[config.mk]
export PLATFORM = sky130hd
export DESIGN_NAME = uart_tx
export DESIGN_NICKNAME = d
export VERILOG_FILES = /design/src/io_map_pkg.sv /design/src/uart_tx.sv
export SDC_FILE = /design/constraint.sdc
export NUM_CORES = 1
export LEC_CHECK = 0
export BUFFER_PORTS_ARGS = -buffer_cell sky130_fd_sc_hd__buf_2
export CORE_MARGIN = 5
export CORE_UTILIZATION = 41
export DETAILED_ROUTE_END_ITERATION = 12
export PLACE_DENSITY = 0.68
export SLEW_MARGIN = 0
export SYNTH_ARGS = -nofsm -noshare
export SYNTH_HDL_FRONTEND = slang
export SYNTH_SLANG_ARGS = --single-unit
[constraint.sdc]
create_clock -name clk -period 2.1 [get_ports clk]
set_clock_uncertainty 0.15 [all_clocks]
set_input_delay 0.315 -clock clk [delete_from_list [all_inputs] [get_ports clk]]
set_output_delay 0.315 -clock clk [all_outputs]
set_load 0.005 [all_outputs]
[src/io_map_pkg.sv]
`default_nettype none

package io_map_pkg;

  // bus byte address, bit 15 splits I/O from code memory
  localparam int BUS_ADR_W = 16;
  localparam int IO_SPACE_BIT = 15;

  // memory space: row from bits 11:1, bank from bit 12
  localparam int MEM_ROW_LSB = 1;
  localparam int MEM_BANK_BIT = 12;

  // one-hot I/O selects
  localparam int IO_LEDS_BIT = 2;
  localparam int IO_UART_BIT = 12;
  localparam int IO_STATUS_BIT = 13;

  localparam int LED_W = 5;

  // status register bits
  localparam int ST_TX_READY = 0;
  localparam int ST_RX_VALID = 1;
  // two bits, 3:2, tied high
  localparam int ST_ONES = 2;
  localparam int ST_RANDOM = 4;

  // 8N1 timing
  localparam int UART_CLKS_PER_BIT = 16;
  localparam int UART_CNT_W = $clog2(UART_CLKS_PER_BIT);
  localparam int UART_FRAME_BITS = 10;

  typedef logic [7:0] uart_byte_t;

endpackage

`default_nettype wire

[src/uart_tx.sv]
`default_nettype none

module uart_tx
  import io_map_pkg::*;
(
  input  wire logic       clk,
  input  wire logic       resetq,
  input  wire logic       tx_start,
  input  wire uart_byte_t tx_byte,
  output logic            tx,
  output logic            tx_busy
);

  // data bits then stop bit, shifted out lsb first
  logic [8:0]            frame;
  logic [3:0]            bits_left;
  logic [UART_CNT_W-1:0] clk_cnt;

  always_ff @(posedge clk) begin
    if (!resetq) begin
      tx        <= 1'b1;
      tx_busy   <= 1'b0;
      bits_left <= '0;
      clk_cnt   <= '0;
    end else if (!tx_busy) begin
      // a start while busy is simply ignored
      if (tx_start) begin
        tx        <= 1'b0;
        tx_busy   <= 1'b1;
        bits_left <= 4'(UART_FRAME_BITS - 1);
        clk_cnt   <= UART_CNT_W'(UART_CLKS_PER_BIT - 1);
      end
    end else if (clk_cnt != '0) begin
      clk_cnt <= clk_cnt - 1'b1;
    end else begin
      clk_cnt <= UART_CNT_W'(UART_CLKS_PER_BIT - 1);
      if (bits_left == '0) begin
        // stop bit done, line stays high
        tx_busy <= 1'b0;
      end else begin
        tx        <= frame[0];
        bits_left <= bits_left - 1'b1;
      end
    end
  end

  always_ff @(posedge clk) begin
    if (tx_start && !tx_busy) begin
      frame <= {1'b1, tx_byte};
    end else if (tx_busy && clk_cnt == '0 && bits_left != '0) begin
      frame <= {1'b1, frame[8:1]};
    end
  end

  // an accepted frame runs its full length and is never restarted
  frame_len: assert property (@(posedge clk) disable iff (!resetq)
    tx_start && !tx_busy |=>
      tx_busy [* UART_FRAME_BITS * UART_CLKS_PER_BIT] ##1 !tx_busy);

endmodule

`default_nettype wire
==> results.py <==
metrics = {
    "critical_path": {
        "critPathArrivalTime_ns": 1.94,
        "crit_path_cell_trace": "inv_1 -> ha_1 -> nand4bb_2 -> or4_1 -> a211oi_2",
        "cpMaxStageDelayCell": "or4_1",
        "setup.worst_path.start_class": "flip-flop",
        "timing.critical_path.to_type": "flip-flop",
        "biggest_fanout_along_the_worst_timing_path": 10,
        "timing_worst_setup_path_type": "flip-flop to flip-flop",
        "peak_per_stage_delay_on_the_critical_path_ns": 0.49,
        "timing.critical_path.required_ns": 2.17,
    },
    "floorplan": {
        "row_count": 16,
        "design.die.area_um2": 3110,
        "floorplan.die.height_um": 55.8,
        "floorplan.initialDensity": 0.434,
        "io-pin-count": 13,
        "core_um2": 1980,
        "die_x_um": 55.8,
    },
    "timing": {
        "maxClockFrequency_mhz": 534,
        "timing.final.max_slew_violations": 0,
        "post-route-min-period_ns": 1.87,
        "relSlewSlack": 0.653,
        "setup_viol_count_final": 0,
        "setup_total_negative_slack_ns": 0,
        "final_hold_viol_count": 0,
        "rsz0062_at_grt": "false",
        "period_share": 0.891,
        "hold_slack_ns": 0.120,
        "tightest_slew_ns": 0.518,
    },
    "drt": {
        "drt-total-wl_um": 1630,
        "route.detailed.wl_per_inst_um": 12.1,
        "drt_iter0_drc": 8,
        "ant_nets": 0,
        "first_pass_iters": 3,
        "route.vias.total": 687,
        "viasPerCell": 5.13,
        "route.detailed.drc": 0,
    },
    "min_path": {
        "path_type_of_the_worst_min_delay_path": "primary input to flip-flop",
    },
    "layout": {
        "area_growth_from_synthesis_to_layout_pct": 16.2,
        "num_antenna_cells": 0,
        "final_cells": 134,
        "fillers": 191,
        "most-common-layout-cells": "nand2_1, buf_2, dfxtp_1",
        "final_nets": 122,
        "proportion_of_layout_cells_with_a_drive_suffix_above_1": 0.206,
        "mostFrequentLayoutCell": "nand2_1",
    },
    "synthesis": {
        "yosys_register_bits": 18,
        "postSynthAreaPerCell_um2": 9.45,
        "ys.warnings.count": 0,
        "synth_area_um2": 860,
        "synth-seq-area-share": 0.512,
        "synthCells": 91,
        "synth_fp_nets": 105,
        "yosys.cell_types.count": 33,
    },
    "power": {
        "power.leakage_uw": 0.000421,
        "vdd_drop_max_mv": 0.446,
        "powerDensity_nw_per_um2": 736,
    },
    "cts": {
        "cts_buffers": 3,
        "htreeDepth": 1,
        "tritoncts_clock_tree": "built",
        "clkLatencyLatePin_ns": 0.29,
        "ctsRootBufferMaster": "clkbuf_4",
        "cts_sinks": 18,
        "hold_bufs_inserted_after_cts": 0,
        "clk_pin_slew_ns": 0.10,
        "cts.path.max_buffers": 2,
    },
    "placed_design": {
        "numPortBuffers": 12,
        "placed_cells": 130,
        "gp_congestion": 0.761,
        "post-dp-hpwl_um": 1220,
    },
    "global_route": {
        "pin_count_of_the_biggest_net_entering_global_routing": 14,
        "via_count_of_the_first_global_routing_pass": 651,
        "antenna_violations_before_repair": 0,
        "grt_pass1_wl_um": 2840,
        "globalRoute.totalOverflow": 0,
        "total_track_usage": 0.114,
    },
    "outcome": {
        "outcome": "completed",
    },
    "flow_run": {
        "max_cap_violations": 0,
    },
}
==> per-stage QoR <==
step	instance area, um^2	setup slack (ns)	total power, uW	util
3_5_place_dp	967	0.144	571	0.488
2_1_floorplan	860	0.279	523	-
6_report	998	0.229	735	0.504
4_1_cts	993	0.120	746	0.501
3_3_place_gp	967	0.233	565	0.488
5_1_grt	998	0.108	793	0.504
==> registers in the layout (all words and copies together) (netlist names) <==
signal and count:
bits_left 4, clk_cnt 4, frame 8, tx 1
tx_busy 1
==> metal layers <==
layer / global-route usage / wire (um) / vias to the layer above
met2: 0.184 / 829 / 6
met3: 0.0232 / 48 / 2
met1: 0.140 / 739 / 324
met5: 0 / 0 / -
li1: - / - / 355
met4: 0.0625 / 10 / 0
==> cell type report <==
type | count | area (um^2) | share of cell area
Clock buffer | 3 | 22.5 | 0.0226
Clock inverter | 1 | 3.75 | 0.00376
Inverter | 7 | 26.3 | 0.0263
Multi-Input combinational cell | 62 | 382 | 0.382
Sequential cell | 18 | 440 | 0.441
Tap cell | 27 | 33.8 | 0.0338
Timing Repair Buffer | 16 | 90.1 | 0.0902
==> synth_stat cells, drive strengths merged <==
master   count  area, um^2
nor2b        1        6.26
o32ai        1        8.76
or4          2        15.0
a2bb2oi      1        8.76
o31ai        1        7.51
clkinv       1        3.75
o21a         1        7.51
nand2       22        82.6
mux2i        1        10.0
nor3b        1        12.5
nand4bb      1        11.3
a211oi       3        27.5
dfxtp       10         200
clkbuf       2        7.51
o21ba        1        10.0
o211ai       1        7.51
buf          2        8.75
a41oi        1        8.76
nor3         3        15.0
nor2         3        11.3
edfxtp       8         240
a41o         1        10.0
nand2b       2        12.5
o21ai        5        25.0
ha           3        37.5
a31oi        1        6.26
o21bai       1        7.51
a21oi        3        15.0
inv          6        22.5
or3          2        12.5
==> power breakdown <==
| group | leakage [uW] | switching, uW | internal, uW | total, uW |
|---|---|---|---|---|
| registers | 0.000159 | 18.2 | 404 | 422 |
| clock network | 0.0000154 | 102 | 69.0 | 171 |
| logic | 0.000247 | 78.5 | 63.0 | 142 |
| total | 0.000421 | 199 | 536 | 735 |
==> kinds of logic after synthesis <==
logic type | count (synthesis) | synth area share
compound gates | 21 | 0.175
fa+ha+maj | 3 | 0.0437
simple gates | 37 | 0.208
buf+inv | 11 | 0.0495
flops | 18 | 0.512
mux | 1 | 0.0116
==> timing repair <==
| action | CTS | global route |
|---|---|---|
| resized for setup | 0 | 1 |
| setup endpoints to repair | 0 | 2 |
| buffers inserted | 0 | 0 |
==> worst max-delay path, delay by kind of cell (launching register included) <==
family / cells / cell delay [ns]
adder cells (fa/ha/maj): 1 / 0.25
flip-flops: 1 / 0.34
AND/OR/NAND/NOR: 2 / 0.76
AO/OA/AOI/OAI: 1 / 0.21
buffers and inverters: 1 / 0.08
==> final timing paths <==
path                                              start                   endpoint  slack, ns  cells after the start
worst min register to register  clk_cnt[0]$_SDFFE_PN0P_    clk_cnt[0]$_SDFFE_PN0P_       0.36                      1
worst max register to register  clk_cnt[0]$_SDFFE_PN0P_  bits_left[2]$_SDFFE_PN0P_       0.23                      5
worst min-delay path                             resetq            tx$_SDFFE_PN1P_       0.12                      2
worst max-delay path            clk_cnt[0]$_SDFFE_PN0P_  bits_left[2]$_SDFFE_PN0P_       0.23                      5
Note: power is estimated with default switching activity, not from simulation.
