===== src/io_map_pkg.sv =====
`default_nettype none

package io_map_pkg;

  // bus byte address, bit 15 splits I/O from code memory
  localparam int BUS_ADR_W = 16;
  localparam int IO_SPACE_BIT = 15;

  // memory space: row from bits 11:1, bank from bit 12
  localparam int MEM_ROW_LSB = 1;
  localparam int MEM_BANK_BIT = 12;

  // one-hot I/O selects
  localparam int IO_LEDS_BIT = 2;
  localparam int IO_UART_BIT = 12;
  localparam int IO_STATUS_BIT = 13;

  localparam int LED_W = 5;

  // status register bits
  localparam int ST_TX_READY = 0;
  localparam int ST_RX_VALID = 1;
  // two bits, 3:2, tied high
  localparam int ST_ONES = 2;
  localparam int ST_RANDOM = 4;

  // 8N1 timing
  localparam int UART_CLKS_PER_BIT = 16;
  localparam int UART_CNT_W = $clog2(UART_CLKS_PER_BIT);
  localparam int UART_FRAME_BITS = 10;

  typedef logic [7:0] uart_byte_t;

endpackage

`default_nettype wire


===== src/uart_rx.sv =====
`default_nettype none

module uart_rx
  import io_map_pkg::*;
(
  input  wire logic clk,
  input  wire logic resetq,
  input  wire logic rx,
  input  wire logic rx_take,
  output uart_byte_t rx_byte,
  output logic       rx_valid
);

  typedef enum logic [2:0] {
    RX_IDLE,
    RX_START,
    RX_DATA,
    RX_STOP,
    RX_DONE
  } rx_state_t;

  rx_state_t             state;
  logic                  rx_s1;
  logic                  rx_s2;
  logic [UART_CNT_W-1:0] clk_cnt;
  logic [2:0]            bit_idx;
  uart_byte_t            shreg;
  logic                  stop_ok;

  // two flop synchronizer, idles high
  always_ff @(posedge clk) begin
    if (!resetq) begin
      rx_s1 <= 1'b1;
      rx_s2 <= 1'b1;
    end else begin
      rx_s1 <= rx;
      rx_s2 <= rx_s1;
    end
  end

  always_ff @(posedge clk) begin
    if (!resetq) begin
      state    <= RX_IDLE;
      clk_cnt  <= '0;
      bit_idx  <= '0;
      stop_ok  <= 1'b0;
      rx_valid <= 1'b0;
    end else begin
      if (rx_take) begin
        rx_valid <= 1'b0;
      end
      if (state != RX_IDLE && clk_cnt != '0) begin
        clk_cnt <= clk_cnt - 1'b1;
      end else begin
        case (state)
          RX_IDLE: begin
            // falling edge, wait half a bit to reach mid start
            if (!rx_s2) begin
              state   <= RX_START;
              clk_cnt <= UART_CNT_W'(UART_CLKS_PER_BIT / 2 - 1);
            end
          end
          RX_START: begin
            // glitch if the line is back high
            state   <= rx_s2 ? RX_IDLE : RX_DATA;
            clk_cnt <= UART_CNT_W'(UART_CLKS_PER_BIT - 1);
            bit_idx <= '0;
          end
          RX_DATA: begin
            clk_cnt <= UART_CNT_W'(UART_CLKS_PER_BIT - 1);
            bit_idx <= bit_idx + 1'b1;
            if (bit_idx == 3'd7) begin
              state <= RX_STOP;
            end
          end
          RX_STOP: begin
            stop_ok <= rx_s2;
            state   <= RX_DONE;
            clk_cnt <= UART_CNT_W'(UART_CLKS_PER_BIT / 2 - 1);
          end
          default: begin
            // end of stop bit
            if (stop_ok) begin
              rx_valid <= 1'b1;
            end
            state <= RX_IDLE;
          end
        endcase
      end
    end
  end

  always_ff @(posedge clk) begin
    if (state == RX_DATA && clk_cnt == '0) begin
      shreg <= {rx_s2, shreg[7:1]};
    end
    if (state == RX_DONE && clk_cnt == '0 && stop_ok) begin
      rx_byte <= shreg;
    end
  end

endmodule

`default_nettype wire


===== config.mk =====
export PLATFORM = sky130hd
export DESIGN_NAME = uart_rx
export DESIGN_NICKNAME = d
export VERILOG_FILES = /design/src/io_map_pkg.sv /design/src/uart_rx.sv
export SDC_FILE = /design/constraint.sdc
export NUM_CORES = 1
export LEC_CHECK = 0
export ABC_CLOCK_PERIOD_IN_PS = 4800
export BUFFER_PORTS_ARGS = -buffer_cell sky130_fd_sc_hd__buf_2
export CORE_ASPECT_RATIO = 1.25
export CORE_MARGIN = 4
export CORE_UTILIZATION = 41
export CTS_CLUSTER_DIAMETER = 120
export DETAILED_ROUTE_END_ITERATION = 10
export PLACE_DENSITY = 0.67
export SYNTH_ARGS = -nofsm -noshare
export SYNTH_HDL_FRONTEND = slang
export SYNTH_SLANG_ARGS = --single-unit

===== constraint.sdc =====
create_clock -name clk -period 4.8 [get_ports clk]
set_input_delay 0.24 -clock clk [delete_from_list [all_inputs] [get_ports clk]]
set_output_delay 0.24 -clock clk [all_outputs]
set_load 0.01 [all_outputs]

==> flow_summary.json <==
{
  "syn-cell-area_mm2": 0.00122,
  "vias": 811,
  "synth_nets": 105,
  "pwr_density_cell_mw_per_mm2": 342,
  "area_growth_pct": 10.2,
  "r2r.worst_path.cells": 5,
  "yosysSeqAreaShare": 0.621,
  "finalCriticalPeriod_ns": 2.36,
  "met1_usage": 0.132,
  "antenna_left": 0,
  "yosys_register_bits": 30,
  "cts-resized-gates": 0,
  "hold_violations": 0,
  "grt_max_degree": 15,
  "end_kind": "flip-flop",
  "rows": 21,
  "grt.total_usage": 0.120,
  "leakagePower_uw": 0.000509,
  "root_buffer": "clkbuf_4",
  "die_area_mm2": 0.00393,
  "avgViaCountPerCell": 5.52,
  "min_path_cells": 2,
  "crit_type": "reg -> reg",
  "status": "complete, no violations",
  "grt_use_met3": 0.0448,
  "met2_usage": 0.191,
  "worstMarginPinSlew_ns": 0.988,
  "synthTopCellsByArea": "edfxtp_1 (39%), dfxtp_1 (23%), ha_1 (3.1%)",
  "antenna_found_initial": 0,
  "core_mm2": 0.00276,
  "htreeDepth": 2,
  "initial_core_util": 0.444,
  "synth_top_area_frac": 0.392,
  "cts_sinks": 30,
  "relSlewSlack": 0.336,
  "fin_nets": 119,
  "portBuffers": 12,
  "yosysTopAreaCell": "edfxtp_1",
  "clk_pin_slew_ns": 0.09,
  "cts.path.max_buffers": 2,
  "hp-class": "in -> reg",
  "grt_first_pass_wirelength_mm": 3.59,
  "finalClockSkew_ns": 0.00968,
  "synth_commonest_cells": "edfxtp_1 (16), dfxtp_1 (14), a21oi_1 (7)",
  "stdcell_count": 147,
  "drv_cap": 0,
  "first_global_vias": 765,
  "async_reset_ff_frac": 0,
  "drive_gt1_frac": 0.204,
  "dp_hpwl_mm": 1.45,
  "arrival_ns": 2.31,
  "yosysMostFrequentCell": "edfxtp_1",
  "synth_edf_count": 16,
  "critPathLaunchType": "flip-flop",
  "cts_buffers": 5,
  "cts_hold_buf": 0,
  "rsz0062_at_grt": "no",
  "period_share": 0.491,
  "die_h_um": 69.1,
  "finalWirelength_mm": 2.08,
  "cts_tree": "done",
  "yosys_warnings": 0,
  "top_usage_layer": "met2",
  "gp_congestion": 0.747,
  "grt_overflow_total": 0,
  "timing.critical_path.required_ns": 4.75,
  "drc_errors": 0,
  "setup_tns_ns": 0,
  "timing.fmax_mhz": 424,
  "synthFlopType": "edfxtp_1",
  "post_drt_wl_per_cell_um": 14.1,
  "cts_setup_buffers": 0,
  "num_antenna_cells": 0,
  "ios": 13,
  "die_x_um": 56.9,
  "syn_avg_cell_area_um2": 12.5,
  "dpl.cell_count": 139,
  "yosysUniqueCellTypes": 38,
  "clk_latency_ns": 0.33,
  "setup_viol": 0,
  "drt_iter0_markers": 21,
  "first_pass_iters": 4,
  "cp_max_fo": 8,
  "syn_inst": 98,
  "max-vdd-ir-drop_v": 0.000175,
  "drv_slew": 0
}
## logic make-up after synthesis
kind of cell | Yosys count | synth area share
and+or+nand+nor | 30 | 0.160
buffers and inverters | 9 | 0.0347
xor gates and xnor gates | 1 | 0.00715
AOI/OAI and AO/OA | 25 | 0.146
adders and majority gates | 3 | 0.0306
DFF | 30 | 0.621
## flip-flops by register name (all words and copies together), names as in the netlist
name / flops
clk_cnt: 4
shreg: 8
state: 3
rx_s1: 1
stop_ok: 1
rx_byte: 8
bit_idx: 3
rx_s2: 1
rx_valid: 1
## per-stage QoR
| stage | power (uW) | instance area [um2] | hold slack (ns) | utilization | worst slack (ns) |
|---|---|---|---|---|---|
| final | 462 | 1350 | 0.101 | 0.489 | 2.44 |
| after global routing | 486 | 1350 | 0.0876 | 0.489 | 2.15 |
| after CTS | 468 | 1350 | 0.0888 | 0.489 | 2.42 |
| after detailed placement | 331 | 1300 | 0.398 | 0.471 | 2.45 |
| after global placement | 329 | 1300 | 0.395 | 0.471 | 2.53 |
| after floorplan | 321 | 1220 | 0.313 | - | 2.78 |
## routing by layer
layer	vias up	routed length, um
met5	-	0
li1	403	-
met4	0	66
met3	7	96
met2	13	1060
met1	388	854
## critical path: stages (launching register included)
cell and delay [ns]:
dfxtp_1 0.35, inv_1 0.07, ha_1 0.27, nor3b_1 0.36
nand3_1 0.15, nor3_1 0.78
## area by class of cell
cell class / instances / area, um2
fillers: 267 / 1410
clock buffers: 6 / 41.3
flip-flops and latches: 30 / 761
clock inverters: 2 / 8.76
repair buffers: 12 / 60.1
well taps: 34 / 42.5
inverters: 4 / 15.0
multi-input cells: 59 / 422
## where the power goes
part | total (uW) | switching (uW) | internal (uW)
Clock | 137 | 82.1 | 54.8
Combinational | 43.3 | 23.3 | 20.0
Sequential | 282 | 8.49 | 273
## cells in the final DEF (no fill, tap or decap), types with 2 or more instances in the layout
cell,Yosys,routed
o21ai_0,2,2
a311oi_1,2,2
or4b_4,2,2
a21oi_1,7,7
nand2_1,5,5
nor2_1,3,3
clkbuf_4,0,5
nand3_1,4,4
edfxtp_1,16,16
nor3_1,2,2
inv_1,4,4
nand2b_1,3,3
ha_1,3,3
o211a_1,3,3
buf_2,0,12
nand4_1,2,2
dfxtp_1,14,14
a31oi_1,3,3
## worst paths after layout
| check | endpoint | start | slack [ns] |
|---|---|---|---|
| worst max-delay path | rx_byte[7]$_DFFE_PP_ | clk_cnt[0]$_SDFFE_PN0P_ | 2.44 |
| worst min-delay path | rx_s1$_SDFF_PN1_ | rx | 0.10 |
| worst max register to register | rx_byte[7]$_DFFE_PP_ | clk_cnt[0]$_SDFFE_PN0P_ | 2.44 |
| worst min register to register | rx_s2$_SDFF_PN1_ | rx_s1$_SDFF_PN1_ | 0.42 |
Power figures use the tool's default switching activity.
