[src/code_mem_pkg.sv]
`default_nettype none

package code_mem_pkg;

  // instruction and data word
  localparam int CODE_W = 16;

  // one bank holds 2**CODE_ROW_W words
  localparam int CODE_ROW_W = 11;
  localparam int CODE_BANKS = 2;
  localparam int CODE_DEPTH = 1 << CODE_ROW_W;

  // fetch address is row plus bank select on top
  localparam int CODE_ADDR_W = CODE_ROW_W + $clog2(CODE_BANKS);

  typedef logic [CODE_W-1:0] code_word_t;
  typedef logic [CODE_ADDR_W-1:0] code_addr_t;

endpackage

`default_nettype wire

[src/io_map_pkg.sv]
`default_nettype none

package io_map_pkg;

  // bus byte address, bit 15 splits I/O from code memory
  localparam int BUS_ADR_W = 16;
  localparam int IO_SPACE_BIT = 15;

  // memory space: row from bits 11:1, bank from bit 12
  localparam int MEM_ROW_LSB = 1;
  localparam int MEM_BANK_BIT = 12;

  // one-hot I/O selects
  localparam int IO_LEDS_BIT = 2;
  localparam int IO_UART_BIT = 12;
  localparam int IO_STATUS_BIT = 13;

  localparam int LED_W = 5;

  // status register bits
  localparam int ST_TX_READY = 0;
  localparam int ST_RX_VALID = 1;
  // two bits, 3:2, tied high
  localparam int ST_ONES = 2;
  localparam int ST_RANDOM = 4;

  // 8N1 timing
  localparam int UART_CLKS_PER_BIT = 16;
  localparam int UART_CNT_W = $clog2(UART_CLKS_PER_BIT);
  localparam int UART_FRAME_BITS = 10;

  typedef logic [7:0] uart_byte_t;

endpackage

`default_nettype wire

[src/io_bus_ctrl.sv]
`default_nettype none

module io_bus_ctrl
  import code_mem_pkg::*, io_map_pkg::*;
(
  input  wire logic                 clk,
  input  wire logic                 resetq,
  // wishbone classic slave
  input  wire logic                 wb_cyc,
  input  wire logic                 wb_stb,
  input  wire logic                 wb_we,
  input  wire logic [BUS_ADR_W-1:0] wb_adr,
  input  wire code_word_t           wb_dat_w,
  output logic                      wb_ack,
  output code_word_t                wb_dat_r,
  // code memory write port
  output logic                      mem_we,
  output logic [CODE_ROW_W-1:0]     mem_row,
  output logic                      mem_bank,
  output code_word_t                mem_data,
  // uart
  output logic                      tx_start,
  output uart_byte_t                tx_byte,
  input  wire logic                 tx_busy,
  input  wire uart_byte_t           rx_byte,
  input  wire logic                 rx_valid,
  output logic                      rx_take,
  output logic [LED_W-1:0]          leds
);

  logic                 req;
  // I/O stage holds the request during the ack cycle
  logic                 wr_q;
  logic                 rd_q;
  logic [BUS_ADR_W-1:0] adr_q;
  code_word_t           dat_q;

  logic       io_wr;
  logic       io_rd;
  logic       unlocked;
  code_word_t status_word;

  // new request only while ack is low
  assign req = wb_cyc && wb_stb && !wb_ack;

  always_ff @(posedge clk) begin
    if (!resetq) begin
      wb_ack <= 1'b0;
      wr_q   <= 1'b0;
      rd_q   <= 1'b0;
    end else begin
      wb_ack <= req;
      wr_q   <= req && wb_we;
      rd_q   <= req && !wb_we;
    end
  end

  always_ff @(posedge clk) begin
    if (req) begin
      adr_q <= wb_adr;
      dat_q <= wb_dat_w;
    end
  end

  assign io_wr = wr_q && adr_q[IO_SPACE_BIT];
  assign io_rd = rd_q && adr_q[IO_SPACE_BIT];

  // code memory stays read-only until software touches I/O once
  always_ff @(posedge clk) begin
    if (!resetq) begin
      unlocked <= 1'b0;
    end else if (io_wr) begin
      unlocked <= 1'b1;
    end
  end

  always_ff @(posedge clk) begin
    if (!resetq) begin
      leds <= '0;
    end else if (io_wr && adr_q[IO_LEDS_BIT]) begin
      leds <= dat_q[LED_W-1:0];
    end
  end

  assign mem_we   = wr_q && !adr_q[IO_SPACE_BIT] && unlocked;
  assign mem_row  = adr_q[MEM_ROW_LSB +: CODE_ROW_W];
  assign mem_bank = adr_q[MEM_BANK_BIT];
  assign mem_data = dat_q;

  assign tx_start = io_wr && adr_q[IO_UART_BIT];
  assign tx_byte  = dat_q[7:0];
  // reading the data register consumes the byte
  assign rx_take  = io_rd && adr_q[IO_UART_BIT];

  always_comb begin
    status_word                = '0;
    status_word[ST_TX_READY]   = !tx_busy;
    status_word[ST_RX_VALID]   = rx_valid;
    status_word[ST_ONES +: 2]  = 2'b11;
    status_word[ST_RANDOM]     = 1'b0;
  end

  // or of every selected source
  // memory space reads zero
  assign wb_dat_r =
    ((io_rd && adr_q[IO_LEDS_BIT])   ? code_word_t'(leds)    : '0) |
    ((io_rd && adr_q[IO_UART_BIT])   ? code_word_t'(rx_byte) : '0) |
    ((io_rd && adr_q[IO_STATUS_BIT]) ? status_word           : '0);

  // ack only while the master still holds the strobe
  ack_after_stb: assert property (@(posedge clk) disable iff (!resetq)
    wb_ack |-> wb_cyc && wb_stb);

  // the lock opens only for accesses after the unlocking write
  we_unlocked: assert property (@(posedge clk) disable iff (!resetq)
    mem_we |-> $past(unlocked));

endmodule

`default_nettype wire

[config.mk]
export PLATFORM = sky130hd
export DESIGN_NAME = io_bus_ctrl
export DESIGN_NICKNAME = d
export VERILOG_FILES = /design/src/code_mem_pkg.sv /design/src/io_map_pkg.sv /design/src/io_bus_ctrl.sv
export SDC_FILE = /design/constraint.sdc
export NUM_CORES = 1
export LEC_CHECK = 0
export BUFFER_PORTS_ARGS = -buffer_cell sky130_fd_sc_hd__buf_2
export CORE_UTILIZATION = 40
export CTS_BUF_LIST = sky130_fd_sc_hd__clkbuf_4 sky130_fd_sc_hd__clkbuf_8 sky130_fd_sc_hd__clkbuf_16
export DETAILED_ROUTE_END_ITERATION = 8
export HOLD_SLACK_MARGIN = 0.08
export PLACE_DENSITY = 0.83
export SLEW_MARGIN = 5
export SYNTH_ARGS = -nofsm -noshare
export SYNTH_HDL_FRONTEND = slang
export SYNTH_SLANG_ARGS = --single-unit
export TNS_END_PERCENT = 5
[constraint.sdc]
create_clock -name clk -period 2.2 [get_ports clk]
set_input_delay 0.22 -clock clk [delete_from_list [all_inputs] [get_ports clk]]
set_output_delay 0.22 -clock clk [all_outputs]
set_load 0.05 [all_outputs]
==> reports/results.txt, run 1 <==
The setup slack of the worst register-to-register path was 0.91 ns. The async set-or-reset flop fraction in the synthesized netlist works out to 0. The run gives 4.15 mm as the first-pass GRT wire length. Setup repair after global routing left no endpoint under its margin. The run finished with clean final reports.

After synthesis, the most frequently instantiated cells are sky130_fd_sc_hd__edfxtp_1, sky130_fd_sc_hd__buf_4, sky130_fd_sc_hd__nand2_1. For this run the aggregate overflow at the end of global routing stands at 0. In this run, synthesis inferred 30 flip-flops with an integrated enable. The logs give 2 for the maximum level of the CTS H-tree and 0 for the setup fix buffers added after clock tree synthesis. The sequential area share after synthesis came out at 0.687. The run gives 428 um as the total met3 wirelength after detailed routing.

The number of nets in the finished design is 237. The critical path is of the reg -> out type. The final period utilization is 0.834, and the routability congestion estimate from global placement is 0.720. Buffers inserted to repair hold after CTS numbered 0. The run gives 231 as the cell count after placement.

Setup violations remaining at the end of the flow were counted as 0. For this run, the top clock speed supported by timing is 545 MHz. By instance count, the leading cell after synthesis is sky130_fd_sc_hd__edfxtp_1. For the total iterations of the first detailed-routing run, the log shows 4.

The clock slew seen by the registers of the worst setup and hold paths is 0.07 ns. The total power divided by cell area is 737 nW/um^2. The run gives 0.482 mV as the peak ir drop on the vdd network. The average detailed-routed wire length per instance came out at 11.8 um.

The tools report the sequential cell area as 1080 sq um. The tools report the residual antenna-violating net count after detailed routing as 0. The filler cell count in the final layout is 313, and the top-level port count is 108. The worst hold-check path type is in -> reg.

Summed over all layers, the routed wires come to 2.81 mm. For the area of placed instances, the log shows 1930 sq um. Summed over all nets, wire length on met2 after detailed routing comes to 1.27 mm. The die is 64.7 um tall. The run gives 0 as the reported max-cap violation count. The combined global-route utilization of all metal layers is 0.140, and the mean cell area of the mapped netlist is 14.6 sq um.

The die width was 64.7 um; the effective utilization at floorplan was 0.423. Measured in cells, the most critical reg-to-reg path has a length of 2. After clock tree synthesis, the repair step resized 0 gates. Yosys attributes the largest share of cell area to sky130_fd_sc_hd__edfxtp_1, sky130_fd_sc_hd__buf_4, sky130_fd_sc_hd__dfxtp_1. The final critical path time including I/O delays and setup was 1.84 ns. Final setup TNS: 0 ns. The final number of hold-violating endpoints was 0. The cell type with the highest aggregate area in the netlist was sky130_fd_sc_hd__edfxtp_1. TritonCTS built the clock tree.

For the total core area, the log shows 3720 sq um. After the flow finishes, the layout carries non-filler instances totaling 238. The max-slew violation count came out at 0. The sort of element at the end of the critical path is a primary output. The run gives 22 as the number of standard-cell rows in the floorplan. For this run, design rule violations remaining after detail routing come to 0.

STA classifies the critical path startpoint as a flop. The leakage dissipation was 0.949 nW; the maximum fanout along the worst path was 9. Relative to the synthesized area, the layout overhead comes to 27.8%. After detailed routing, the number of vias per cell comes to 4.40. In the synthesized netlist the dominant register cell turns out to be sky130_fd_sc_hd__edfxtp_1. The CTS root buffer is sky130_fd_sc_hd__clkbuf_8. The buffer depth of the longest clock path is 2, and the die area is 4190 sq um. The run gives 39 as the clock sink total. The number of global-route vias before repair is 951, and the netlist area before placement is 1570 sq um. The cell depth of the worst hold path came out at 1. The signal on the critical path passes through and3_1, a221o_1, buf_2. The synthesized netlist contains 21 unique library cells. On the critical path, the stage with the largest delay is an instance of sky130_fd_sc_hd__edfxtp_1. For this run, the number of Yosys warnings is 0. The sum of routed wire segments on met1 is 1.08 mm.

Number of antenna violations at the first check in global routing: 0. The tools report the smallest setup slack after layout as 0.365 ns. The clock reaches the later pin of the worst-skew pair after 0.27 ns.

Counting every instance in the synthesized netlist gives 108. Entering global routing, the biggest net connects 27 pins. The final antenna diode count came out at 0. The largest single stage delay on the critical path is 0.47 ns. In the final layout, the multi-input gates occupy 298 sq um.

Data arrival time at the worst-slack endpoint: 1.62 ns. The data required time at the worst endpoint was 1.98 ns. The number of clock buffers inserted by TritonCTS came out at 5. Area share of the largest cell type after synthesis: 0.573.

For the final database, setup skew stands at 0.00471 ns. Synthesis inferred 39 register bits. The proportion of layout cells with a drive suffix above 1 came out at 0.595. For this block, the via count after detailed routing is 1048.

The count of buffers from port buffering works out to 97. The HPWL after detailed placement is 2.26 mm. After the first detailed-routing iteration, the DRC count stood at 13.

Highest metal layer with signal wires: met4. The logs give 2010 sq um for the post-route cell area and 0.658 ns for the setup slack after placement.
[registers in the layout, summed over array words and instances, names as in the netlist]
register and cells:
adr_q 14, leds 5, mem_data 16, rd_q 1, unlocked 1, wb_ack 1
wr_q 1
[routing by layer]
| metal | global-route usage | vias up |
|---|---|---|
| met4 | 0.0583 | 0 |
| met2 | 0.225 | 80 |
| met1 | 0.141 | 452 |
| met3 | 0.0915 | 2 |
| li1 | - | 514 |
| met5 | 0 | - |
[area by class of cell]
class	count	area share
Sequential cell	39	0.538
Clock inverter	2	0.00436
Clock buffer	5	0.0342
Multi-Input combinational cell	46	0.148
Tap cell	48	0.0299
Timing Repair Buffer	98	0.245
[final timing paths]
check / startpoint / end
min reg2reg: leds[1]$_SDFFE_PN0P_ / leds[1]$_SDFFE_PN0P_
max reg2reg: wb_ack$_SDFF_PN0_ / adr_q[15]$_DFFE_PP_
min: wb_dat_w[8] / mem_data[8]$_DFFE_PP_
max: adr_q[15]$_DFFE_PP_ / wb_dat_r[0]
[cell families (layout without fill, tap and decap cells)]
| family | count (synthesis) | after routing | synth area share |
|---|---|---|---|
| flops | 39 | 39 | 0.687 |
| buf+inv | 30 | 105 | 0.142 |
| simple gates | 27 | 27 | 0.103 |
| compound gates | 6 | 6 | 0.0342 |
| mux | 5 | 5 | 0.0318 |
| other cells | 1 | 8 | 0.00238 |
[through the flow]
step / total power [W] / util / hold slack (ns)
after global placement: 0.00108 / 0.520 / 0.396
after floorplan: 0.00104 / - / 0.292
after global routing: 0.00154 / 0.541 / 0.0966
after detailed placement: 0.00108 / 0.520 / 0.398
final: 0.00148 / 0.541 / 0.115
after CTS: 0.00150 / 0.541 / 0.105
[report_power, final]
group          switching (W)  internal (W)  total (W)
Sequential         0.0000117      0.000824   0.000836
Combinational       0.000172     0.0000529   0.000225
Clock               0.000210      0.000210   0.000421
[cell usage in the layout, fill, tap and decap left out]
cell	n
sky130_fd_sc_hd__a21oi_1	1
sky130_fd_sc_hd__a221o_1	4
sky130_fd_sc_hd__a22o_1	1
sky130_fd_sc_hd__and2_1	2
sky130_fd_sc_hd__and2_2	2
sky130_fd_sc_hd__and3_1	1
sky130_fd_sc_hd__and3_2	4
sky130_fd_sc_hd__and3b_2	1
sky130_fd_sc_hd__and4_2	1
sky130_fd_sc_hd__and4b_1	2
sky130_fd_sc_hd__buf_2	97
sky130_fd_sc_hd__buf_4	1
sky130_fd_sc_hd__clkbuf_8	5
sky130_fd_sc_hd__clkinv_1	1
sky130_fd_sc_hd__clkinv_2	1
sky130_fd_sc_hd__conb_1	8
sky130_fd_sc_hd__dfxtp_1	9
sky130_fd_sc_hd__edfxtp_1	30
sky130_fd_sc_hd__mux2i_1	5
sky130_fd_sc_hd__nand2_1	11
sky130_fd_sc_hd__nor2_2	1
sky130_fd_sc_hd__nor2b_1	2
[critical path: cells and delay by family (launching register included)]
kind / cells / cell delay, ns
buffers and inverters: 1 / 0.21
AO/OA/AOI/OAI: 1 / 0.36
flip-flops: 1 / 0.47
AND/OR/NAND/NOR: 1 / 0.30
No activity file was read; power rests on OpenSTA's default activity.
==> run 2: changes to the inputs <==
- CORE_UTILIZATION: 40 -> 37
- PLACE_DENSITY: 0.83 -> 0.81
- clock period: 2.2 -> 1.5 ns (I/O delays scaled with it)
==> reports/results.txt, run 2 (same netlist as run 1, synthesis figures left out) <==
The flow ran to the end, but the final reports show violations. The final reports fail on negative setup slack. Number of flip-flops in the largest register: 16.

After floorplanning, the core was sized to cover 4030 sq um. The maximum fanout along the worst path works out to 7. The logs give 0.171 for the combined global-route utilization of all metal layers and 1220 for the via count. The worst hold-check path type was in -> reg. Setup repair after global routing could not meet its margin everywhere. Worst-path cell with the longest stage delay: sky130_fd_sc_hd__edfxtp_1.

The setup slack after placement is 0.0815 ns. The final antenna diode count came out at 0. STA classifies the critical path startpoint as a flop. After detailed routing, the average wire length per cell comes to 13.7 um. The layout has 313 filler cells. The final period utilization came out at 1.09. Along the worst hold path, the cell count comes to 2. After detailed routing, the number of remaining DRC violations is 0. The number of antenna violations at the first check in global routing is 0. Buffers inserted during clock tree synthesis total 5. The delay contributed by the slowest stage of the critical path came out at 0.47 ns. The run gives 0 as the leftover overflow at the end of global routing. Clock slew seen by the registers of the worst setup and hold paths: 0.07 ns. For the effective utilization at floorplan, the log shows 0.390. The buffer depth of the longest clock path is 2.

In this run the most used layer during global routing was met2. Traced cell by cell, the critical path runs through and3_4, a221o_1, buf_6. For the finished layout, the period the worst path requires is 1.63 ns. The logs give 1.35 ns for the data required time at the worst endpoint and 323 sq um for the area of the multi-input gates.

Detailed placement ended at an HPWL of 2.35 mm. The final number of hold-violating endpoints was 0. The maximum level of the CTS H-tree was 2; the fraction of power consumed by combinational cells was 0.180. Number of global-route vias before repair: 1222.

The routing usage on met3 was 0.0760; the mean number of vias per cell was 4.45. The first global-routing pass estimated 5.42 mm of wire. The layout overhead on the synthesized area is 53.1%, and the cell count of the worst reg-to-reg path is 3. CTS root buffer: sky130_fd_sc_hd__clkbuf_8. The worst-case IR drop observed on VDD is 0.783 mV. The switching power summed over all nets came out at 0.000611 W. For the worst-skew pair, the clock arrives at the later sink with an insertion delay of 0.28 ns.

The tool flagged a number of max-cap violations equal to 0. The tools report the clock network power share as 0.277. The proportion of layout cells with a drive suffix above 1 is 0.522, and the worst hold margin is 0.232 ns. The worst setup path is of the reg -> out kind. The number of nets in the finished design is 271, and the die width is 67.2 um. After floorplanning, the core was divided into 23 placement rows.

The max-slew violation count is 0. For the smallest setup slack after layout, the log shows -0.131 ns. The switching share of power was 0.270; the data arrival time at the worst-slack endpoint was 1.48 ns. The internal power summed over all cells was 0.00165 W.

The first routing iteration left 50 violations. The tools report the origin of the critical flop-to-flop path as adr_q[15]$_DFFE_PP_. TritonCTS built the clock tree. Sequential cell fraction of total power: 0.542.

The worst register-to-register path ends at leds[0]$_SDFFE_PN0P_. The tools report the count of endpoints failing setup in the final report as 8. Entering global routing, the biggest net connects 23 pins. Leaving out fill and tap cells, the most frequent cells in the layout are sky130_fd_sc_hd__buf_2, sky130_fd_sc_hd__dlygate4sd3_1, sky130_fd_sc_hd__edfxtp_1. In this run the power density over the cells is 941 nW/um^2.

The count of buffers from port buffering works out to 97. For the post-route clock skew, the log shows 0.00365 ns. In this run the most critical hold path is launched from wb_stb. Sequential cell area: 1080 sq um. The most frequent standard cell in the layout excluding fill and tap cells was sky130_fd_sc_hd__buf_2.

The logs give 0.178 for the met1 layer usage reported by global route and 0.304 for the met2 usage in global routing. The tools report the clock sink total as 39. The tools report the sort of element at the end of the critical path as a primary output.

The top-level port count came out at 108. For the leakage dissipation, the log shows 1.09 nW. The setup check on the worst reg-to-reg path leaves a slack of 0.38 ns. The total iterations of the first detailed-routing run is 4. Once the clock tree was built, the setup fixing pass inserted 0 buffers. The tools report the highest achievable clock rate as 613 MHz.

The most critical setup path has its startpoint at adr_q[15]$_DFFE_PP_. The run gives 0 as the residual antenna-violating net count after detailed routing. The routability congestion estimate from global placement was 0.663. The worst hold path terminates at wb_ack$_SDFF_PN0_.

The floorplan step defined a die boundary enclosing 4520 sq um. The die span in y is 67.2 um, and the wire length reported by the detailed router is 3.75 mm.
[run 2: cell types whose count changed in the layout (fill, tap and decap cells not counted)]
| cell | change |
|---|---|
| sky130_fd_sc_hd__and3_4 | +3 |
| sky130_fd_sc_hd__buf_4 | +5 |
| sky130_fd_sc_hd__and3_2 | -1 |
| sky130_fd_sc_hd__and3_1 | -1 |
| sky130_fd_sc_hd__buf_6 | +6 |
| sky130_fd_sc_hd__nor2_4 | +1 |
| sky130_fd_sc_hd__buf_2 | -9 |
| sky130_fd_sc_hd__dlygate4sd3_1 | +31 |
| sky130_fd_sc_hd__nor2_2 | -1 |
[run 2: how the worst max path moves through the flow]
stage	slack, ns	endpoint
6_report	-0.13	wb_dat_r[0]
5_1_grt	-0.20	wb_dat_r[0]
4_1_cts	-0.13	wb_dat_r[1]
3_5_place_dp	0.08	wb_dat_r[0]
3_3_place_gp	0.11	wb_dat_r[0]
2_1_floorplan	-0.24	wb_dat_r[0]
[run 2: repair_timing]
item / in CTS / in global routing
hold endpoints to repair: 31 / 0
pin swaps: 6 / 1
setup endpoints to repair: 9 / 10
gates cloned: 1 / 0
resized for setup: 17 / 2
hold buffers: 31 / 0
[run 2: cell type report]
type | count | area share
clock inverters | 2 | 0.00364
clock buffers | 5 | 0.0286
repair buffers | 131 | 0.359
multi-input cells | 47 | 0.134
well taps | 50 | 0.0260
flip-flops and latches | 39 | 0.449
[run 2: power by group through the flow]
stage | clock network (W) | logic, W | registers, W
5_1_grt | 0.000691 | 0.000428 | 0.00123
2_1_floorplan | 0 | 0.000201 | 0.00132
6_report | 0.000628 | 0.000408 | 0.00123
3_3_place_gp | 0 | 0.000336 | 0.00125
4_1_cts | 0.000651 | 0.000402 | 0.00123
3_5_place_dp | 0 | 0.000338 | 0.00125
[run 2: per-layer routing]
| metal | up-vias | routed length [um] | share of wire |
|---|---|---|---|
| met5 | - | 0 | 0 |
| met4 | 0 | 19 | 0.0051 |
| met3 | 2 | 407 | 0.11 |
| met2 | 91 | 1840 | 0.49 |
| met1 | 546 | 1480 | 0.39 |
| li1 | 581 | - | - |
[run 2: metrics by stage]
step / utilization / instances / area [sq um] / TNS, ns / power (W)
2_1_floorplan: - / 115 / 1610 / -1.28 / 0.00152
3_3_place_gp: 0.485 / 235 / 1950 / 0 / 0.00158
3_5_place_dp: 0.485 / 235 / 1950 / 0 / 0.00159
4_1_cts: 0.596 / 274 / 2400 / -0.632 / 0.00228
5_1_grt: 0.598 / 274 / 2410 / -1.24 / 0.00235
6_report: 0.598 / 274 / 2410 / -0.556 / 0.00226
[run 2: worst max-delay path: cells and delay by family (launching register included)]
| family | cells | cell delay [ns] |
|---|---|---|
| AOI/OAI and AO/OA | 1 | 0.34 |
| DFF | 1 | 0.47 |
| and+or+nand+nor | 1 | 0.23 |
| buffers and inverters | 1 | 0.16 |
==> run 3: changes to the inputs <==
- ABC_AREA: not set -> 1
- PLACE_DENSITY: 0.81 -> 0.8
==> reports/results.txt, run 3 <==
The run finished with clean final reports. Residual DRC count: 0. For the sequential area share after synthesis, the log shows 0.670. The total core area came out at 4090 sq um. Across the run, the number of max-cap violations was 0. The leading register cell type out of synthesis is sky130_fd_sc_hd__edfxtp_1. Setup violations remaining at the end of the flow were counted as 0. TritonCTS built the clock tree.

Summed over all instances, the cell type with the most area after synthesis is sky130_fd_sc_hd__edfxtp_1. After synthesis, the cell types taking the most area are sky130_fd_sc_hd__edfxtp_1, sky130_fd_sc_hd__buf_4, sky130_fd_sc_hd__dfxtp_1. The synthesized design contains 30 enable-type register cells.

The endpoint identified for the worst register-to-register timing path is adr_q[8]$_DFFE_PP_. The logs give 1234 for the number of global-route vias before repair and 702 MHz for the highest achievable clock rate. The worst hold path passes through 3 cells. The pin count of the biggest net entering global routing came out at 20. The clock arrives with 0.00903 ns of skew. The number of different library cells used by synthesis comes to 15. Data on the critical path is required at its endpoint by 1.35 ns. The run gives 1.96 mm as the length of routed met2 wiring.

In this run the number of H-tree levels came out at 2. The family of cells with the greatest summed delay on the critical path was flip-flops. The die span in y was 68.0 um; the critical path buffer and inverter count was 2.

Using the TritonRoute via totals, the vias-per-cell ratio works out to 4.19. Clock latency on the worst-skew pair, taken at its later pin, is 0.29 ns. Data on the critical path arrives at its endpoint at 1.27 ns. The detailed router put a total of 1.30 mm of wire on met1. The critical path goes through buf_4, nand4_1, nand3_1, clkbuf_4. The run gives 0 as the leftover overflow at the end of global routing.

The tools report the CTS root buffer as sky130_fd_sc_hd__clkbuf_8. sky130_fd_sc_hd__edfxtp_1 is the most common cell in the netlist. Wire length reported by the detailed router: 3.59 mm. For this design the top-level I/O count stands at 108.

In this run the critical register-to-register path is launched from wb_ack$_SDFF_PN0_. The number of flip-flops in the largest register came out at 16. The beginning of the worst hold path is resetq.

Routability congestion estimate from global placement: 0.750. The repair_antennas step left the layout with diodes totalling 0. The cell count of the worst reg-to-reg path is 4, and the effective utilization at floorplan is 0.395. Max-slew violation count: 0. The async set-or-reset flop fraction in the synthesized netlist was 0; the die area was 4630 sq um. The via count is 1316. Number of clock buffers inserted by TritonCTS: 5. The startpoint-to-endpoint class of the critical path was reg -> out. The count of buffers from port buffering was 97; the Yosys warning count was 0. The number of flip-flops and latches in the synthesized netlist is 39, and the total iterations of the first detailed-routing run is 4. Netlist area before placement: 1610 sq um. The proportion of layout cells with a drive suffix above 1 works out to 0.470.

For the number of antenna violations at the first check in global routing, the log shows 0. Clock-pin slew was measured on the worst setup and hold paths at 0.07 ns. The worst setup path is captured at a primary output. After detailed routing, the average wire length per cell comes to 11.4 um.

Compared with the post-synthesis result, the final layout area differs by 54.7%. Counting instances in the post-synthesis netlist gives the leading cell types as sky130_fd_sc_hd__edfxtp_1, sky130_fd_sc_hd__buf_4, sky130_fd_sc_hd__nand2_1. The final number of hold-violating endpoints was 0. The logs give 2.49 mm for the half-perimeter wire length of the detailed placement result and 0.159 ns for the worst hold margin.

For this block, the initial DRC count from the detailed router was 28. The delay contributed by the slowest stage of the critical path was 0.44 ns; the total met3 wirelength after detailed routing was 279 um. In the layout the commonest cells are sky130_fd_sc_hd__buf_2, sky130_fd_sc_hd__dlygate4sd3_1, sky130_fd_sc_hd__edfxtp_1.

At the end of the flow, the number of nets in the layout was 310. The final critical path time including I/O delays and setup is 1.42 ns, and the setup slack of the worst register-to-register path is 0.43 ns. Maximum fanout along the worst path: 4. The path with the worst hold slack has its endpoint at leds[3]$_SDFFE_PN0P_. The worst setup path is launched from a flop.

The slowest stage of the critical path is the sky130_fd_sc_hd__edfxtp_1 cell. The count of cells in the finished layout, fillers not included, comes to 314. CTS saw 39 sinks. The logs give 0.159 for the combined global-route utilization of all metal layers and 1.21 nW for the leakage dissipation.

The total power divided by cell area is 947 nW/um^2. The area share of the largest cell type after synthesis works out to 0.559. The cell count after placement is 272, and the die width is 68.0 um. Setup repair after global routing could not meet its margin everywhere. The final period utilization came out at 0.950. The library cell used most frequently in the layout, excluding fill and tap cells, is sky130_fd_sc_hd__buf_2. The number of standard-cell rows in the floorplan was 23. In this run the mean area of a mapped cell was 11.4 sq um.

The longest clock path from root to sink contains 2 buffers. Synthesis produced 141 cells. The count of nets left with antenna violations once routing finished came out at 0. After detailed routing, no signal wire sits above met4. The first global-routing pass estimated 5.27 mm of wire. In this run the worst hold path is classified as in -> reg.

The peak ir drop on the vdd network came out at 0.636 mV.
-- run 3: stage by stage --
stage	worst slack [ns]	power (W)	setup TNS [ns]	instance area (sq um)	util
final	0.0753	0.00236	0	2490	0.611
after global routing	-0.00354	0.00245	-0.00354	2490	0.611
after floorplan	-0.174	0.00153	-4.67	1670	-
after CTS	0.00414	0.00238	0	2470	0.605
after detailed placement	0.320	0.00160	0	2050	0.501
after global placement	0.316	0.00160	0	2050	0.501
-- run 3: kinds of logic (layout without fill, tap and decap cells) --
logic type | after synthesis | after routing | share of synthesized area
other | 1 | 8 | 0.00233
AND/OR/NAND/NOR | 53 | 53 | 0.148
flip-flops | 39 | 39 | 0.670
AO/OA/AOI/OAI | 1 | 1 | 0.00466
buffers and inverters | 47 | 163 | 0.175
-- run 3: area by class of cell --
cell class	count	area (sq um)
fill	337	1590
multi-input combinational	62	307
sequential	39	1080
clock buffer	8	91.3
tap	50	62.6
inverter	19	73.8
timing repair buffer	136	880
-- run 3: worst min-delay path, delay by kind of cell --
family,cells,cell delay (ns)
simple gates,2,0.10
buf+inv,1,0.15
-- run 3: repair_timing --
item	in CTS	in global routing
resized for setup	0	16
endpoints found under the setup margin	2	8
setup buffers	3	0
pin swaps	0	0
hold buffers	31	0
hold endpoints to repair	32	0
-- run 3: routing by layer --
| metal | vias up | GRT usage |
|---|---|---|
| li1 | 662 | - |
| met1 | 586 | 0.163 |
| met2 | 61 | 0.283 |
| met3 | 7 | 0.0617 |
| met4 | 0 | 0.0729 |
| met5 | - | 0 |
-- run 3: how the worst max path moves through the flow --
| stage | start | endpoint | slack (ns) | depth (start not counted) |
|---|---|---|---|---|
| finish | adr_q[2]$_DFFE_PP_ | wb_dat_r[0] | 0.08 | 4 |
| global route | adr_q[15]$_DFFE_PP_ | wb_dat_r[0] | -0.004 | 5 |
| CTS | adr_q[15]$_DFFE_PP_ | wb_dat_r[5] | 0.004 | 5 |
| detailed placement | adr_q[2]$_DFFE_PP_ | wb_dat_r[3] | 0.32 | 5 |
| global placement | adr_q[2]$_DFFE_PP_ | wb_dat_r[4] | 0.32 | 5 |
| floorplan | adr_q[12]$_DFFE_PP_ | wb_dat_r[5] | -0.17 | 4 |
-- run 3: power by group --
part / total, W / switching [W] / internal (W)
clock: 0.000717 / 0.000333 / 0.000384
combinational: 0.000421 / 0.000282 / 0.000140
sequential: 0.00123 / 0.0000160 / 0.00121
total: 0.00236 / 0.000631 / 0.00173
